$ cat src/hw/l2_pkg.sv
// Cache geometry, status codes, address union and the request and response structs
package l2_pkg;

    localparam int ADDR_BITS   = 32;
    localparam int LINE_BYTES  = 16;
    localparam int LINE_BITS   = 128;
    localparam int OFFSET_BITS = 4;
    localparam int INDEX_BITS  = 6;
    localparam int TAG_BITS    = 22;
    localparam int NUM_LINES   = 64;
    localparam int NUM_PORTS   = 2;

    typedef enum logic [1:0] {
        STATUS_OKAY        = 2'd0,
        STATUS_LOAD_FAULT  = 2'd1,
        STATUS_STORE_FAULT = 2'd2
    } l2_status_e;

    // Tag, index and byte offset of one address, most significant first
    typedef struct packed {
        logic [TAG_BITS-1:0]    tag;
        logic [INDEX_BITS-1:0]  index;
        logic [OFFSET_BITS-1:0] offset;
    } l2_addr_fields_t;

    typedef union packed {
        logic [ADDR_BITS-1:0] word;
        l2_addr_fields_t      fields;
    } l2_addr_u;

    typedef struct packed {
        logic                  valid;
        logic                  write;
        l2_addr_u              addr;
        logic [LINE_BITS-1:0]  wdata;
        logic [LINE_BYTES-1:0] wstrb;
    } l1_req_t;

    typedef struct packed {
        logic                 valid;
        logic [LINE_BITS-1:0] rdata;
        l2_status_e           status;
    } l1_resp_t;

    // Same fields as l1_req_t, the cache never sees which port asked
    typedef struct packed {
        logic                  valid;
        logic                  write;
        l2_addr_u              addr;
        logic [LINE_BITS-1:0]  wdata;
        logic [LINE_BYTES-1:0] wstrb;
    } l2_req_t;

    typedef struct packed {
        logic                  valid;
        logic                  write;
        logic [ADDR_BITS-1:0]  addr;
        logic [LINE_BITS-1:0]  wdata;
        logic [LINE_BYTES-1:0] wstrb;
    } mem_req_t;

    typedef struct packed {
        logic                 valid;
        logic [LINE_BITS-1:0] rdata;
        logic                 fault;
    } mem_resp_t;

endpackage

$ cat src/hw/l2_destination.sv
// Round-robin arbiter for the L1 ports with owner tracking and response routing
module l2_destination (
    input  logic               i_clk,
    input  logic               i_reset,
    input  l2_pkg::l1_req_t    i_l1_req [l2_pkg::NUM_PORTS],
    output logic [l2_pkg::NUM_PORTS-1:0] o_l1_ready,
    output l2_pkg::l1_resp_t   o_l1_resp [l2_pkg::NUM_PORTS],
    output l2_pkg::l2_req_t    o_req,
    input  logic               i_req_ready,
    input  l2_pkg::l1_resp_t   i_resp
);

    localparam int PORT_BITS = $clog2(l2_pkg::NUM_PORTS);

    l2_pkg::l2_req_t      req_q;
    logic                 busy_q;
    logic [PORT_BITS-1:0] prio_q;
    logic [PORT_BITS-1:0] owner_q;
    logic [PORT_BITS-1:0] cand;
    logic [PORT_BITS-1:0] grant_idx;
    logic                 grant_valid;
    logic                 accept;

    // Scan the ports starting from the one that currently holds priority
    always_comb begin
        grant_valid = 1'b0;
        grant_idx   = prio_q;
        cand        = prio_q;
        for (int k = 0; k < l2_pkg::NUM_PORTS; k++) begin
            cand = PORT_BITS'((int'(prio_q) + k) % l2_pkg::NUM_PORTS);
            if (!grant_valid && i_l1_req[cand].valid) begin
                grant_valid = 1'b1;
                grant_idx   = cand;
            end
        end
    end

    // Only the granted port sees ready while a request is pending,
    // so two ports never transfer in the same cycle
    always_comb begin
        for (int p = 0; p < l2_pkg::NUM_PORTS; p++) begin
            o_l1_ready[p] = !busy_q && i_req_ready
                            && (!grant_valid || grant_idx == PORT_BITS'(p));
        end
    end

    assign accept = grant_valid && !busy_q && i_req_ready;

    always_ff @(posedge i_clk) begin
        if (i_reset) begin
            req_q.valid <= 1'b0;
            busy_q      <= 1'b0;
            prio_q      <= '0;
            owner_q     <= '0;
        end else begin
            if (accept) begin
                req_q.valid <= 1'b1;
                req_q.write <= i_l1_req[grant_idx].write;
                req_q.addr  <= i_l1_req[grant_idx].addr;
                req_q.wdata <= i_l1_req[grant_idx].wdata;
                req_q.wstrb <= i_l1_req[grant_idx].wstrb;
                busy_q      <= 1'b1;
                owner_q     <= grant_idx;
                prio_q      <= PORT_BITS'((int'(grant_idx) + 1) % l2_pkg::NUM_PORTS);
            end else if (req_q.valid && i_req_ready) begin
                // Cache took the request, keep busy until its response
                req_q.valid <= 1'b0;
            end
            if (i_resp.valid) begin
                busy_q <= 1'b0;
            end
        end
    end

    assign o_req = req_q;

    // Payload goes to every port, the valid pulse only to the owner
    always_comb begin
        for (int p = 0; p < l2_pkg::NUM_PORTS; p++) begin
            o_l1_resp[p]       = i_resp;
            o_l1_resp[p].valid = i_resp.valid && (owner_q == PORT_BITS'(p));
        end
    end

endmodule

$ cat config.mk
export PLATFORM = sky130hd
export DESIGN_NAME = l2_destination
export DESIGN_NICKNAME = d
export VERILOG_FILES = /design/src/hw/l2_pkg.sv /design/src/hw/l2_destination.sv
export SDC_FILE = /design/constraint.sdc
export NUM_CORES = 1
export LEC_CHECK = 0
export ABC_AREA = 1
export BUFFER_PORTS_ARGS = -buffer_cell sky130_fd_sc_hd__buf_2
export CORE_AREA = 2 2 363 365
export CTS_CLUSTER_SIZE = 10
export DETAILED_ROUTE_END_ITERATION = 16
export DIE_AREA = 0 0 365 367
export PLACE_DENSITY_LB_ADDON = 0.12
export SLEW_MARGIN = 20
export SYNTH_ARGS = -nofsm -noshare
export SYNTH_HDL_FRONTEND = slang
export SYNTH_SLANG_ARGS = --single-unit
$ cat constraint.sdc
create_clock -name i_clk -period 15.3 [get_ports i_clk]
set_clock_uncertainty 0.1 [all_clocks]
set_input_delay 3.825 -clock i_clk [delete_from_list [all_inputs] [get_ports i_clk]]
set_output_delay 3.825 -clock i_clk [all_outputs]
set_load 0.02 [all_outputs]
== Word-level counts from Yosys, hierarchy flattened ==
Cells that the tools add are included.
Storage, ports and cells
  output and inout port bits: 442
  word-level logic and storage cells: 50
  bits of input ports: 490
  bits in registers: 181
Operators by class
  reduce and logical (&&, ||, !) cells: 17
  muxes and demuxes: 14
  add/sub/neg operators: 2
  $lt $le $gt $ge: 3
  bitwise logic cells: 6
Operators by type and width (count)
  two-way mux 178 bit: 6
  two-way mux 177 bit: 3
  logical AND 1 bit: 9
  >= comparator 2 bit (second input constant): 3
  inverter 1 -> 2 bit: 3
  two-way mux 1 bit: 5
  zero test 1 bit: 3
  inverter 1 bit: 3
  adder 1 bit (second input constant): 2
  logical OR 1 bit: 2
  AND reduction 2 bit: 1
  nonzero test 2 bit: 1
  OR reduction 2 bit: 1

== Depth between registers and ports, before layout ==
  depth after elaboration: 12
  depth in mapped cells: 8
  mapped depth without buffers: 5

== Worst setup path before layout ==
OpenSTA, ideal clock, no wires.
  path kind: input to register
  from: in i_req_ready
  to: reg req_q (netlist bit o_req[0]) (enable)
  buffers on the path: 0
  arrival: 11506 ps
  setup slack: 2977 ps
  stages on the path: 4
  required time: 14483 ps
  setup time: 717 ps
  cells stage by stage: inv_1 nor2_1 nand2_1 nor2_1
Between the ends
  cells in the longest elaborated chain, start to end: 2
Ends and longest elaborated chain
  from (decl): RTL line l2_destination.sv:9  | input logic i_req_ready,
  logical AND 1 bit: RTL line l2_destination.sv:47  | assign accept = grant_valid && !busy_q && i_req_ready;
  AND reduction 2 bit (no source line)
  to (decl): RTL line l2_destination.sv:15  | l2_pkg::l2_req_t req_q;
Every way passes these cells.
A chain may end at the register's enable or synchronous reset.

== Worst setup path after layout ==
  from: in i_req_ready
  to: out o_l1_ready[0] (netlist name)
Between the ends
  cells in the longest elaborated chain, start to end: 2
Ends and longest elaborated chain
  logical AND 1 bit: RTL line l2_destination.sv:42  | o_l1_ready[p] = !busy_q && i_req_ready
  logical AND 1 bit: RTL line l2_destination.sv:43  | && (!grant_valid || grant_idx == PORT_BITS'(p));
  to (decl): RTL line l2_destination.sv:6  | output logic [l2_pkg::NUM_PORTS-1:0] o_l1_ready,
Every way passes these cells.

==> flow_metrics.env <==
export IMPL_grt_max_degree=166
export IMPL_crit_slowest_cell="nor2_1"
export IMPL_cts_buffers=17
export IMPL_path_buf_inv=4
export IMPL_drtPass1Iterations=4
export IMPL_register_area_um2=5400
export IMPL_rrSetupSlack_ps=11980
export IMPL_cp_depth=6
export IMPL_multi_input_area_um2=1660
export IMPL_fp_coreArea_um2=130000
export IMPL_leakage_nw=5.92
export IMPL_dieHeight_um=367
export IMPL_yosysMostFrequentCell="buf_4"
export IMPL_holdCritPathClass="flip-flop to flip-flop"
export IMPL_yosysUniqueCellTypes=14
export IMPL_drt_iter0_markers=341
export IMPL_outcome="complete, no violations"
export IMPL_relSlewSlack_pct=28.5
export IMPL_start_util_pct=7.62
export IMPL_grt_pass1_vias=7927
export IMPL_cts_max_level=4
export IMPL_instances_no_fill=3085
export IMPL_setup_viol=0
export IMPL_sequentialPowerShare_pct=46.6
export IMPL_clkTransAtPathRegs_ps=80
export IMPL_synthFlopType="edfxtp_1"
export IMPL_clkPwrFrac_pct=37.4
export IMPL_cp_start_kind="input port"
export IMPL_netlist_area_um2=9940
export IMPL_fin_ws_ps=6720
export IMPL_max_freq_ghz=0.117
export IMPL_reg2reg_depth=6
export IMPL_via_per_inst=2.49
export IMPL_p_comb_share_pct=15.9
export IMPL_drive_above_1_share_pct=43.9
export IMPL_cp_arrival_ps=4660
export IMPL_area_growth_pct=34.0
export IMPL_min_period_ps=8580
export IMPL_io_buffers=541
export IMPL_power_w=0.00125
export IMPL_synth_async_reset_ratio_pct=0
export IMPL_p_int_w=0.000888
export IMPL_fin_setup_tns_ps=0
export IMPL_drv_slew=0
export IMPL_cpPeakStageDelay_ps=210
export IMPL_netlist_area_leader_share_pct=53.5
export IMPL_detail_route_antenna_nets=0
export IMPL_dp_slack_ps=6680
export IMPL_timing_rr_start="busy_q$_SDFFE_PP0P_"
export IMPL_cp_endpoint="o_l1_ready[0]"
export IMPL_cp_end_kind="output port"
export IMPL_drv_cap=0
export IMPL_worstSkewPairLatency_ps=510
export IMPL_cts_root_buf="clkbuf_16"
export IMPL_finalCritPeriodShare_pct=56.1
export IMPL_max_vdd_ir_drop_mv=0.0783
export IMPL_avgSynthCellArea_um2=9.54
export IMPL_grt_pass1_wl_mm=74.0
export IMPL_die_area_um2=134000
export IMPL_final_util_pct=10.2
export IMPL_final_nets=1802
export IMPL_place_hpwl_mm=50.8
export IMPL_power_density_nw_per_um2=94.1
export IMPL_crit_chain="buf_2 -> inv_1 -> nor2_1 -> inv_1 -> nor2_1 -> buf_2"
export IMPL_place_congestion=0.830
export IMPL_worstSetupPathType="input port to output port"
export IMPL_post_cts_setup_buffers=0
export IMPL_netlist_top_cells_count="buf_4 (261), nand2_1 (186), inv_1 (185)"
export IMPL_cts_hold_buf=0
export IMPL_syn_num_nets=1532
export IMPL_wl_per_cell_um=19.0
export IMPL_die_x_um=365
export IMPL_synth_top_cell_by_area="edfxtp_1"
export IMPL_power_switching_w=0.000365
export IMPL_num_io_pins=932
export IMPL_crit_start="i_req_ready"
export IMPL_track_usage_pct=8.47
export IMPL_dpl_cell_count=3048
export IMPL_worst_pin_slew_ps=1070
export IMPL_rsz0062_at_grt="false"
export IMPL_crit_family="buffers and inverters"
export IMPL_switching_share_pct=29.1
export IMPL_antenna_found_initial=7
export IMPL_postSynthCellCount=1042
export IMPL_ys_seq_elements=181
export IMPL_cts_tree="built"
export IMPL_finalHoldViolCount=0
export IMPL_cts_sinks=181
export IMPL_drt_total_wl_mm=58.6
export IMPL_yosysWarnings=0
export IMPL_reg2reg_to="o_req[47]$_DFFE_PP_"
export IMPL_cp_max_fo=4
export IMPL_drc=0
export IMPL_post_cts_resized=0
export IMPL_rows=133
export IMPL_yosys_top_cells_area="edfxtp_1 (53%), buf_4 (20%), nand2_1 (7.0%)"
export IMPL_seq_area_frac_synth_pct=54.3
export IMPL_overflow=0
export IMPL_cts_buffer_depth=2
export IMPL_fillers=15328
export IMPL_vias=7673
export IMPL_required_ps=11380
export IMPL_synth_edff_count=177
per-stage QoR:
step | area, µm² | hold slack (ps)
5_1_grt | 13300 | 374
3_3_place_gp | 12700 | 366
6_report | 13300 | 356
2_1_floorplan | 9940 | 326
3_5_place_dp | 12700 | 348
4_1_cts | 13300 | 360
state kept, by name, summed over array words and instances, names as in the netlist:
register  cells
owner_q       1
prio_q        1
o_req       178
busy_q        1
cells by family after synthesis:
group,share of synthesized area (%)
flops,54.3
buf+inv,29.2
simple gates,7.34
compound gates,9.25
layout make-up:
type / count / area share [%]
Sequential cell: 181 / 40.5
Clock inverter: 10 / 0.742
Clock buffer: 22 / 3.56
Multi-Input combinational cell: 377 / 12.5
Inverter: 185 / 5.21
Timing Repair Buffer: 550 / 20.9
Antenna cell: 5 / 0.0939
Tap cell: 1755 / 16.5
how the worst min path moves through the flow:
stage	startpoint	endpoint	slack [ps]	cells past startpoint
after floorplan	busy_q$_SDFFE_PP0P_	busy_q$_SDFFE_PP0P_	330	2
after global placement	busy_q$_SDFFE_PP0P_	busy_q$_SDFFE_PP0P_	370	2
after detailed placement	busy_q$_SDFFE_PP0P_	busy_q$_SDFFE_PP0P_	350	2
after CTS	busy_q$_SDFFE_PP0P_	busy_q$_SDFFE_PP0P_	360	2
after global routing	busy_q$_SDFFE_PP0P_	busy_q$_SDFFE_PP0P_	370	2
final	busy_q$_SDFFE_PP0P_	busy_q$_SDFFE_PP0P_	360	2
routing by layer:
metal,GRT usage [%],share of wire [%],vias to the layer above
li1,-,-,3576
met1,6.55,28,3392
met2,16.5,55,640
met3,5.41,14,65
met4,2.88,2.8,0
met5,0,0,-
power groups by stage:
stage	clock [W]	sequential, W	combinational, W
3_3_place_gp	0	0.000597	0.000209
3_5_place_dp	0	0.000596	0.000208
2_1_floorplan	0	0.000630	0.000170
5_1_grt	0.000518	0.000587	0.000225
6_report	0.000469	0.000585	0.000200
4_1_cts	0.000507	0.000585	0.000208
worst register-to-register path, stage by stage (launching register included):
cell and delay [ps]:
dfxtp_1 320, nor2_1 230, nand2_1 200, nor2_4 110, buf_4 360, buf_4 730
buf_4 810
placed cells by master (no fill, tap or decap):
cell type     n
inv_6         2
o21ai_4       1
o21ai_1     100
buf_2       541
buf_12        1
nand3_1       1
a21oi_1       5
diode_2       5
o21ai_0      77
clkbuf_16    17
dfxtp_1       4
edfxtp_1    177
bufinv_16     1
nor2_1        6
clkbuf_1      2
inv_1       185
clkinv_4      3
clkinv_2      2
nor2_4        1
clkinvlp_4    2
nand2_1     186
buf_4         8
clkbuf_8      3
Note: power is estimated with default switching activity, not from simulation.
