===== src/hw/l2_pkg.sv =====
// Cache geometry, status codes, address union and the request and response structs
package l2_pkg;

    localparam int ADDR_BITS   = 32;
    localparam int LINE_BYTES  = 16;
    localparam int LINE_BITS   = 128;
    localparam int OFFSET_BITS = 4;
    localparam int INDEX_BITS  = 6;
    localparam int TAG_BITS    = 22;
    localparam int NUM_LINES   = 64;
    localparam int NUM_PORTS   = 2;

    typedef enum logic [1:0] {
        STATUS_OKAY        = 2'd0,
        STATUS_LOAD_FAULT  = 2'd1,
        STATUS_STORE_FAULT = 2'd2
    } l2_status_e;

    // Tag, index and byte offset of one address, most significant first
    typedef struct packed {
        logic [TAG_BITS-1:0]    tag;
        logic [INDEX_BITS-1:0]  index;
        logic [OFFSET_BITS-1:0] offset;
    } l2_addr_fields_t;

    typedef union packed {
        logic [ADDR_BITS-1:0] word;
        l2_addr_fields_t      fields;
    } l2_addr_u;

    typedef struct packed {
        logic                  valid;
        logic                  write;
        l2_addr_u              addr;
        logic [LINE_BITS-1:0]  wdata;
        logic [LINE_BYTES-1:0] wstrb;
    } l1_req_t;

    typedef struct packed {
        logic                 valid;
        logic [LINE_BITS-1:0] rdata;
        l2_status_e           status;
    } l1_resp_t;

    // Same fields as l1_req_t, the cache never sees which port asked
    typedef struct packed {
        logic                  valid;
        logic                  write;
        l2_addr_u              addr;
        logic [LINE_BITS-1:0]  wdata;
        logic [LINE_BYTES-1:0] wstrb;
    } l2_req_t;

    typedef struct packed {
        logic                  valid;
        logic                  write;
        logic [ADDR_BITS-1:0]  addr;
        logic [LINE_BITS-1:0]  wdata;
        logic [LINE_BYTES-1:0] wstrb;
    } mem_req_t;

    typedef struct packed {
        logic                 valid;
        logic [LINE_BITS-1:0] rdata;
        logic                 fault;
    } mem_resp_t;

endpackage


===== src/hw/l2_mem_bridge.sv =====
// Bridge from cache line requests to the held external memory bus request
module l2_mem_bridge (
    input  logic              i_clk,
    input  logic              i_reset,
    input  l2_pkg::mem_req_t  i_req,
    output logic              o_req_ready,
    output l2_pkg::mem_resp_t o_resp,
    output l2_pkg::mem_req_t  o_mem,
    input  l2_pkg::mem_resp_t i_mem
);

    typedef enum logic {
        B_IDLE,
        B_BUSY
    } bridge_state_e;

    bridge_state_e     state_q;
    l2_pkg::mem_req_t  mem_q;
    l2_pkg::mem_resp_t resp_q;

    // One request at a time, a stalled bus keeps the cache waiting
    assign o_req_ready = (state_q == B_IDLE);

    always_ff @(posedge i_clk) begin
        if (i_reset) begin
            state_q      <= B_IDLE;
            mem_q.valid  <= 1'b0;
            resp_q.valid <= 1'b0;
        end else begin
            resp_q.valid <= 1'b0;
            case (state_q)
                B_IDLE: begin
                    if (i_req.valid) begin
                        // Bus fields stay in this register until the response
                        mem_q.valid <= 1'b1;
                        mem_q.write <= i_req.write;
                        mem_q.addr  <= i_req.addr;
                        mem_q.wdata <= i_req.wdata;
                        mem_q.wstrb <= i_req.wstrb;
                        state_q     <= B_BUSY;
                    end
                end
                B_BUSY: begin
                    if (i_mem.valid) begin
                        resp_q.valid <= 1'b1;
                        resp_q.rdata <= i_mem.rdata;
                        resp_q.fault <= i_mem.fault;
                        mem_q.valid  <= 1'b0;
                        state_q      <= B_IDLE;
                    end
                end
                default: begin
                    state_q <= B_IDLE;
                end
            endcase
        end
    end

    assign o_mem  = mem_q;
    assign o_resp = resp_q;

endmodule


===== config.mk =====
export PLATFORM = sky130hd
export DESIGN_NAME = l2_mem_bridge
export DESIGN_NICKNAME = d
export VERILOG_FILES = /design/src/hw/l2_pkg.sv /design/src/hw/l2_mem_bridge.sv
export SDC_FILE = /design/constraint.sdc
export NUM_CORES = 1
export LEC_CHECK = 0
export BUFFER_PORTS_ARGS = -buffer_cell sky130_fd_sc_hd__buf_4
export CAP_MARGIN = 20
export CELL_PAD_IN_SITES_DETAIL_PLACEMENT = 2
export CELL_PAD_IN_SITES_GLOBAL_PLACEMENT = 2
export CORE_AREA = 3 3 240 242
export DETAILED_ROUTE_END_ITERATION = 7
export DIE_AREA = 0 0 243 245
export PLACE_DENSITY_LB_ADDON = 0.1
export SYNTH_ARGS = -nofsm -noshare
export SYNTH_HDL_FRONTEND = slang
export SYNTH_SLANG_ARGS = --single-unit

===== constraint.sdc =====
create_clock -name i_clk -period 12 [get_ports i_clk]
set_input_delay 2.4 -clock i_clk [delete_from_list [all_inputs] [get_ports i_clk]]
set_output_delay 2.4 -clock i_clk [all_outputs]
set_load 0.01 [all_outputs]

After elaboration in Yosys (flattened, before gate mapping)
Index checks and enable logic that the tools add are counted.
{"block": "op_classes", "eq_ne": 2, "reduce_logical": 4, "muxes": 7, "bitwise": 2}
{"operator": "$mux W178", "count": 1}
{"operator": "$mux W130", "count": 1}
{"operator": "$reduce_and A3 Y1", "count": 2}
{"operator": "$ne A2 B2 Y1 const B", "count": 2}
{"operator": "$pmux W1 S2", "count": 2}
{"operator": "$mux W1", "count": 3}
{"operator": "$not A1 Y1", "count": 2}
{"operator": "$reduce_and A2 Y1", "count": 1}
{"operator": "$reduce_or A2 Y1", "count": 1}
{"block": "totals", "output_inout_bits": 309, "inputBits": 310, "ff_bits": 309}

Logic depth before layout (Yosys ltp)
Gate-level depths: netlist of run 1.
{"block": "logic_depth", "depth_word": 3, "depth_mapped": 2, "depth_no_buf": 2}

Least setup slack after synthesis of run 1
Ideal clock, no wire load.
{"block": "synth_timing", "path_type": "input-to-reg", "start": "in i_reset", "end": "reg mem_q, in the netlist o_mem[0], enable pin", "stages": 1, "path_slack_ns": 2.164, "t_required_ns": 11.317, "t_arrival_ns": 9.152, "setup_time_ns": 0.683, "path_buffers": 0, "path_cell_list": "nor3b_2"}
{"block": "synth_via", "elab_chain_len": 2}
{"item": "from (decl)", "line_no": "l2_mem_bridge.sv:4", "text": "input logic i_reset,"}
{"item": "$not A1 Y1 (no source line)"}
{"item": "$reduce_and A3 Y1 (no source line)"}
{"item": "to (decl)", "line_no": "l2_mem_bridge.sv:18", "text": "l2_pkg::mem_req_t mem_q;"}
Every way passes these cells.
A chain may end at the register's enable or synchronous reset.

Worst setup path in the final report of run 1
{"block": "layout_timing", "start": "in i_mem[129] (netlist name)", "end": "reg resp_q, in the netlist o_resp[30], enable pin"}
{"block": "layout_via", "elab_chain_len": 1}
{"item": "from (decl)", "line_no": "l2_mem_bridge.sv:9", "text": "input l2_pkg::mem_resp_t i_mem"}
{"item": "$reduce_and A3 Y1 (no source line)"}
{"item": "to (decl)", "line_no": "l2_mem_bridge.sv:19", "text": "l2_pkg::mem_resp_t resp_q;"}
Every way passes these cells.

==> run metrics, run 1 <==
outcome completed; min cycle time layout roughly 4000 ps; final setup violation count 0; most used flip-flop cell after synthesis edfxtp_1; library cells used by synthesis 8; path type of the worst min-delay path reg2reg; Max Slew Vio Count 0; Die ar. 59,500 µm²; mux share of post-synthesis cell area 0%; total of warnings raised by yosys 0; site row count 86; top cell type's share of synthesized area 98.8%; kind of start point of the critical path input port; required time at the worst-slack endpoint approximately 12,000 ps; effective utilization at floorplan between 10% and 20%; fraction of final layout cells sized beyond drive strength 1 67.0%; leakage 6.44 nW; final non-filler cell area 16,100 µm²; Vias/cell 3.41; total gr overflow 0; headroom to the max-slew limit 32.9%; largest clock skew in the final design 8.02 ps; Clock H-tree levels 2; number of buffers added by the clock tree synthesis step 39; fraction of the mapped netlist area in adder cells 0%; nets in the synthesized netlist 627; Most Used Layer, Global Route met2; DRC violations left 0; top cells by area in the synthesized netlist edfxtp_1, dfxtp_1, nor3b_2; number of buffers inserted to repair setup after CTS 0; clock-pin transition on the worst setup and hold timing paths 60 ps; most frequent cells after synthesis edfxtp_1, dfxtp_1, inv_1, nor2_1; total number of clock tree sinks 309; Routed WL per cell 22.0 µm; largest family of logic cells by synthesized area simple AND/OR/NAND/NOR gates; DP Worst Slack 7280 ps; number of antenna violations at the first check in global routing 13; Power Density 156 nW/µm²; critical path fanouts, max 71; f_max ~0.24 GHz; synthesized area per cell slightly below 30 µm²; cells after synthesis 317; Final Hold Violating Endpoints 0; clk_lat worst skew 530 ps; I/O pin cnt 619; RSZ-0062 raised after global routing no; HPWL after detailed placement 30.4 mm; VDD IR max 92.3 µV; compound-gate portion of the synthesized area 0.202%; Hold-fix buffers, CTS 0; GRT Resource Usage Total 12.5%; Final Util 29.1%; cell with the most instances after synthesis edfxtp_1; Starting DRT DRC Count between 200 and 300; fraction of registers with async set or reset after synthesis 0%; EDFF count, synth a little over 300; count of cells along the worst hold path 1; Crit Path Class in2reg; first-pass GRT wire length 52.4 mm; Final Non-Filler Cells 1,758; sort of element at the end of the critical path register; smallest hold slack 478 ps; instance area after placement 14,900 µm²; clock tree from TritonCTS done; count of cells along the worst register-to-register path 4; maximum number of pins on one net before global-route repair 166; minimum setup slack in the final design 7880 ps; Synth Cell Area 9300 µm²; chip height between 200 and 250 µm; root buffer cell clkbuf_16; number of storage elements in the synthesis netlist 309; Max-Cap Viols 0; number of global-route vias before repair 6,648; share of the cycle needed by the critical path after routing 34.3%; Clock Path Buffers 3; met1 global-route usage 11.9%; total of cells resized after clock tree synthesis 0; antenna violation net count after detailed routing 0; Setup Total Neg Slack 0 ps; proportion of synthesized chip area in sequential cells about 99%; Overall Power 2.51 mW; Buffers on Ports about 620; Global Route met2 Usage 20.9%; Horiz. Die Dim 243 µm; measured slew at the worst slew-check pin 1010 ps; synthesized-area fraction occupied by and/or/nand/nor cells 0.282%; total iterations of the first detailed-routing run 4; met3 layer usage reported by global route 9.45%; area growth from synthesis to layout 73.1%; vias after detailed routing 5,996; gp weighted congestion 0.761; net count of the finished layout about 1.3k; Arr. time, crit path 4270 ps; Post-Route WL 38.7 mm; cell taking the most area after synthesis edfxtp_1; area share of xor/xnor cells in the synthesized design 0%; placed cell count around 1.7k; Placeable Area roughly 55,000 µm²
area by class of cell:
class | instances | area, µm²
Sequential cell | 309 | 9250
Timing Repair Buffer | 621 | 4670
Clock inverter | 15 | 96.3
Multi-Input combinational cell | 6 | 58.8
Antenna cell | 4 | 10.0
Fill cell | 5782 | 39200
Tap cell | 748 | 936
Inverter | 2 | 7.51
Clock buffer | 53 | 1070
cells by family (layout without fill, tap and decap cells):
logic type / after synthesis / after routing
buf+inv: 2 / 691
other cells: 0 / 4
flops: 309 / 309
compound gates: 2 / 2
simple gates: 4 / 4
state kept, by name, summed over array words and instances, names as in the netlist:
| signal | count |
|---|---|
| o_mem | 178 |
| state_q | 1 |
| o_resp | 130 |
critical path: stages:
cell and delay (ps):
buf_4 80, nand2_2 80, nor2_4 90, buf_4 650
buf_4 860
routing by layer:
layer  up-vias  routed length (µm)
li1       2634                   -
met1      2873               12600
met2       414               18900
met3        59                6380
met4        16                 686
met5         -                  88
cells in the final DEF (no fill, tap or decap):
| cell | count |
|---|---|
| a31o_1 | 1 |
| buf_12 | 1 |
| buf_4 | 620 |
| bufinv_16 | 1 |
| clkbuf_1 | 12 |
| clkbuf_16 | 41 |
| clkinv_1 | 6 |
| clkinv_2 | 7 |
| clkinv_4 | 1 |
| dfxtp_1 | 3 |
| diode_2 | 4 |
| edfxtp_1 | 306 |
| inv_1 | 2 |
| nand2_2 | 1 |
| nor2_1 | 1 |
| nor2_4 | 1 |
| nor3b_4 | 1 |
| o211a_1 | 1 |
report_power, final:
part | total, mW | internal (mW) | switching, mW
clock | 1.09 | 0.644 | 0.447
combinational | 0.174 | 0.102 | 0.0718
sequential | 1.24 | 1.23 | 0.00979
total | 2.51 | 1.98 | 0.529
path summary, 6_finish.rpt:
path,from,end,slack (ps)
setup / recovery,i_mem[129],o_resp[30],7880
hold / removal,o_mem[177],o_mem[177],480
setup reg to reg,state_q,o_resp[30],9330
hold reg to reg,o_mem[177],o_mem[177],480
No activity file was read; power rests on OpenSTA's default activity.
==> run 2: changes to the inputs <==
--- a/config.mk
+++ b/config.mk
@@ -5,13 +5,14 @@
 export SDC_FILE = /design/constraint.sdc
 export NUM_CORES = 1
 export LEC_CHECK = 0
+export ABC_AREA = 1
 export BUFFER_PORTS_ARGS = -buffer_cell sky130_fd_sc_hd__buf_4
 export CAP_MARGIN = 20
 export CELL_PAD_IN_SITES_DETAIL_PLACEMENT = 2
 export CELL_PAD_IN_SITES_GLOBAL_PLACEMENT = 2
-export CORE_AREA = 3 3 240 242
+export CORE_AREA = 3 3 242 244
 export DETAILED_ROUTE_END_ITERATION = 7
-export DIE_AREA = 0 0 243 245
+export DIE_AREA = 0 0 245 247
 export PLACE_DENSITY_LB_ADDON = 0.1
 export SYNTH_ARGS = -nofsm -noshare
 export SYNTH_HDL_FRONTEND = slang
==> constraint.sdc (replaced) <==
create_clock -name i_clk -period 3.31 [get_ports i_clk]
set_input_delay 0.662 -clock i_clk [delete_from_list [all_inputs] [get_ports i_clk]]
set_output_delay 0.662 -clock i_clk [all_outputs]
set_load 0.01 [all_outputs]
==> run 2 against run 1 <==
Compared with the run above: clock-buffer cell count up 1; design area is 1.7% higher; global-route usage increased by 0.10 points; largest cell class unchanged; highest routed layer unchanged.
==> run metrics, run 2 <==
instance area after placement approximately 15,000 µm²; number of global-route vias before repair slightly below 7k; leakage 6.55 nW; Worst Path Buf+Inv 2; clk_lat worst skew about 540 ps; Placeable Area 56,500 µm²; Horiz. Die Dim 245 µm; Die ar. 60,500 µm²; clock tree from TritonCTS done; Buffers on Ports 618; Max Slew Vio Count 0; gp weighted congestion 0.750; number of storage elements in the synthesis netlist 309; sort of element at the end of the critical path output pin; HPWL after detailed placement 31.9 mm; Power Density 569 nW/µm²; most used flip-flop cell after synthesis edfxtp_1; number of flip-flops in the largest register about 180; family of cells with the greatest summed delay on the critical path flip-flops; site row count 87; CP max stage cell dfxtp_1; Clock power frac 44.6%; outcome completed; longest individual stage delay on the worst path 380 ps; vias after detailed routing 6,043; number of antenna violations at the first check in global routing 6; largest clock skew in the final design 12.9 ps; antenna violation net count after detailed routing 0; Overall Power slightly above 9 mW; Final Util 29.0%; root buffer cell clkbuf_16; Clock H-tree levels 2; critical path fanouts, max 3; top cells by area in the synthesized netlist edfxtp_1, dfxtp_1, nand2_2; Synth Cell Area 9310 µm²; sequential share of power between 40% and 50%; fraction of registers with async set or reset after synthesis 0%; proportion of synthesized chip area in sequential cells 99.4%; required time at the worst-slack endpoint 2650 ps; VDD IR max 328 µV; critical-path cell list inv_2 -> buf_4; number of buffers added by the clock tree synthesis step 41; cell with the most instances after synthesis edfxtp_1; Arr. time, crit path 1150 ps; synthesized area per cell 29.0 µm²; Pint between 7 and 8 mW; number of buffers inserted to repair setup after CTS 0; nets in the synthesized netlist 631; f_max 0.551 GHz; Starting DRT DRC Count 223; area taken by multi-input logic gates 75.1 µm²; total of warnings raised by yosys 0; Final Hold Violating Endpoints 0; share of the cycle needed by the critical path after routing 54.9%; headroom to the max-slew limit 57.1%; leading cell types in the layout, fill and taps excluded buf_4, edfxtp_1, clkbuf_16; total iterations of the first detailed-routing run 4; Crit Path Class reg2out; GRT Resource Usage Total 12.6%; Storage cell area ~9000 µm²; final non-filler cell area 16,400 µm²; cell taking the most area after synthesis edfxtp_1; chip height 247 µm; fraction of final layout cells sized beyond drive strength 1 68.0%; clock-pin transition on the worst setup and hold timing paths 60 ps; effective utilization at floorplan 16.5%; final setup violation count 0; min cycle time layout roughly 1800 ps; kind of start point of the critical path register; number of logic stages on the critical path including buffering 2; net count of the finished layout 1,305; Hold-fix buffers, CTS 0; DP Worst Slack 1150 ps; Clock Path Buffers 3; fillcell total 5,865; DRC violations left 0; total number of clock tree sinks 309; Post-Route WL roughly 40 mm; RSZ-0062 raised after global routing no; minimum setup slack in the final design between 1000 and 1500 ps; top cell type's share of synthesized area 98.7%; first-pass GRT wire length around 53 mm; maximum number of pins on one net before global-route repair 48; total of cells resized after clock tree synthesis 0; total gr overflow 0; measured slew at the worst slew-check pin 642 ps; most common cell after layout, fill and taps aside buf_4; count of cells along the worst hold path 1; area growth from synthesis to layout 76.0%; Max-Cap Viols 0; most frequent cells after synthesis edfxtp_1, nor2_1, dfxtp_1, nand2_2, inv_1; library cells used by synthesis 7; I/O pin cnt ~620; cells after synthesis 321; power share of the combinational group 7.1%; count of cells along the worst register-to-register path 4; Routed WL per cell 22.3 µm; Switch Pwr approximately 2.0 mW; path type of the worst min-delay path in2reg; switching share of total power 21.4%; Vias/cell 3.39; EDFF count, synth just over 300
## run 2: changes by cell type in the layout (fill, tap and decap cells not counted), sizes merged, moves of 2 or more
cell and delta:
nand2 +2, buf +10, nor2 +3, clkinvlp +2
## run 2: worst register-to-register path, delay by kind of cell, from the launching register on
kind	cells	cell delay (ps)
and+or+nand+nor	2	550
buffers and inverters	2	510
DFF	1	330
## run 2: cells by family after synthesis
| group | Yosys count | synth area share (%) |
|---|---|---|
| AO/OA/AOI/OAI | 1 | 0.0941 |
| buffers and inverters | 3 | 0.121 |
| flip-flops | 309 | 99.4 |
| AND/OR/NAND/NOR | 8 | 0.403 |
## run 2: per-layer routing
metal | track usage [%] | share of wire (%)
met1 | 12.1 | 32
met2 | 21.6 | 50
met3 | 8.58 | 16
met4 | 3.94 | 2.2
met5 | 0 | 0.10
## run 2: power groups by stage
stage | registers, mW | clock network, mW | logic (mW)
CTS | 4.50 | 4.37 | 0.686
floorplan | 4.66 | 0 | 0.0561
global route | 4.51 | 4.52 | 0.719
global placement | 4.58 | 0 | 0.679
detailed placement | 4.58 | 0 | 0.686
finish | 4.50 | 4.16 | 0.663
## run 2: final timing paths
check	startpoint	end	slack, ps
max	state_q	o_req_ready	1490
min	i_req[125]	o_mem[125]	290
min reg2reg	o_mem[177]	o_mem[177]	470
max reg2reg	state_q	o_mem[122]	1590
## run 2: cell type report
class	count	area share (%)
Tap cell	756	5.78
Inverter	3	0.0688
Antenna cell	5	0.0764
Multi-Input combinational cell	9	0.458
Timing Repair Buffer	631	29.6
Sequential cell	309	56.5
Clock inverter	17	0.840
Clock buffer	54	6.69
## run 2: stage by stage
stage	std cells	hold slack [ps]	setup TNS (ps)
floorplan	321	482	-77400
global placement	1708	462	0
detailed placement	1708	457	0
CTS	1779	246	0
global route	1779	253	0
finish	1784	294	0
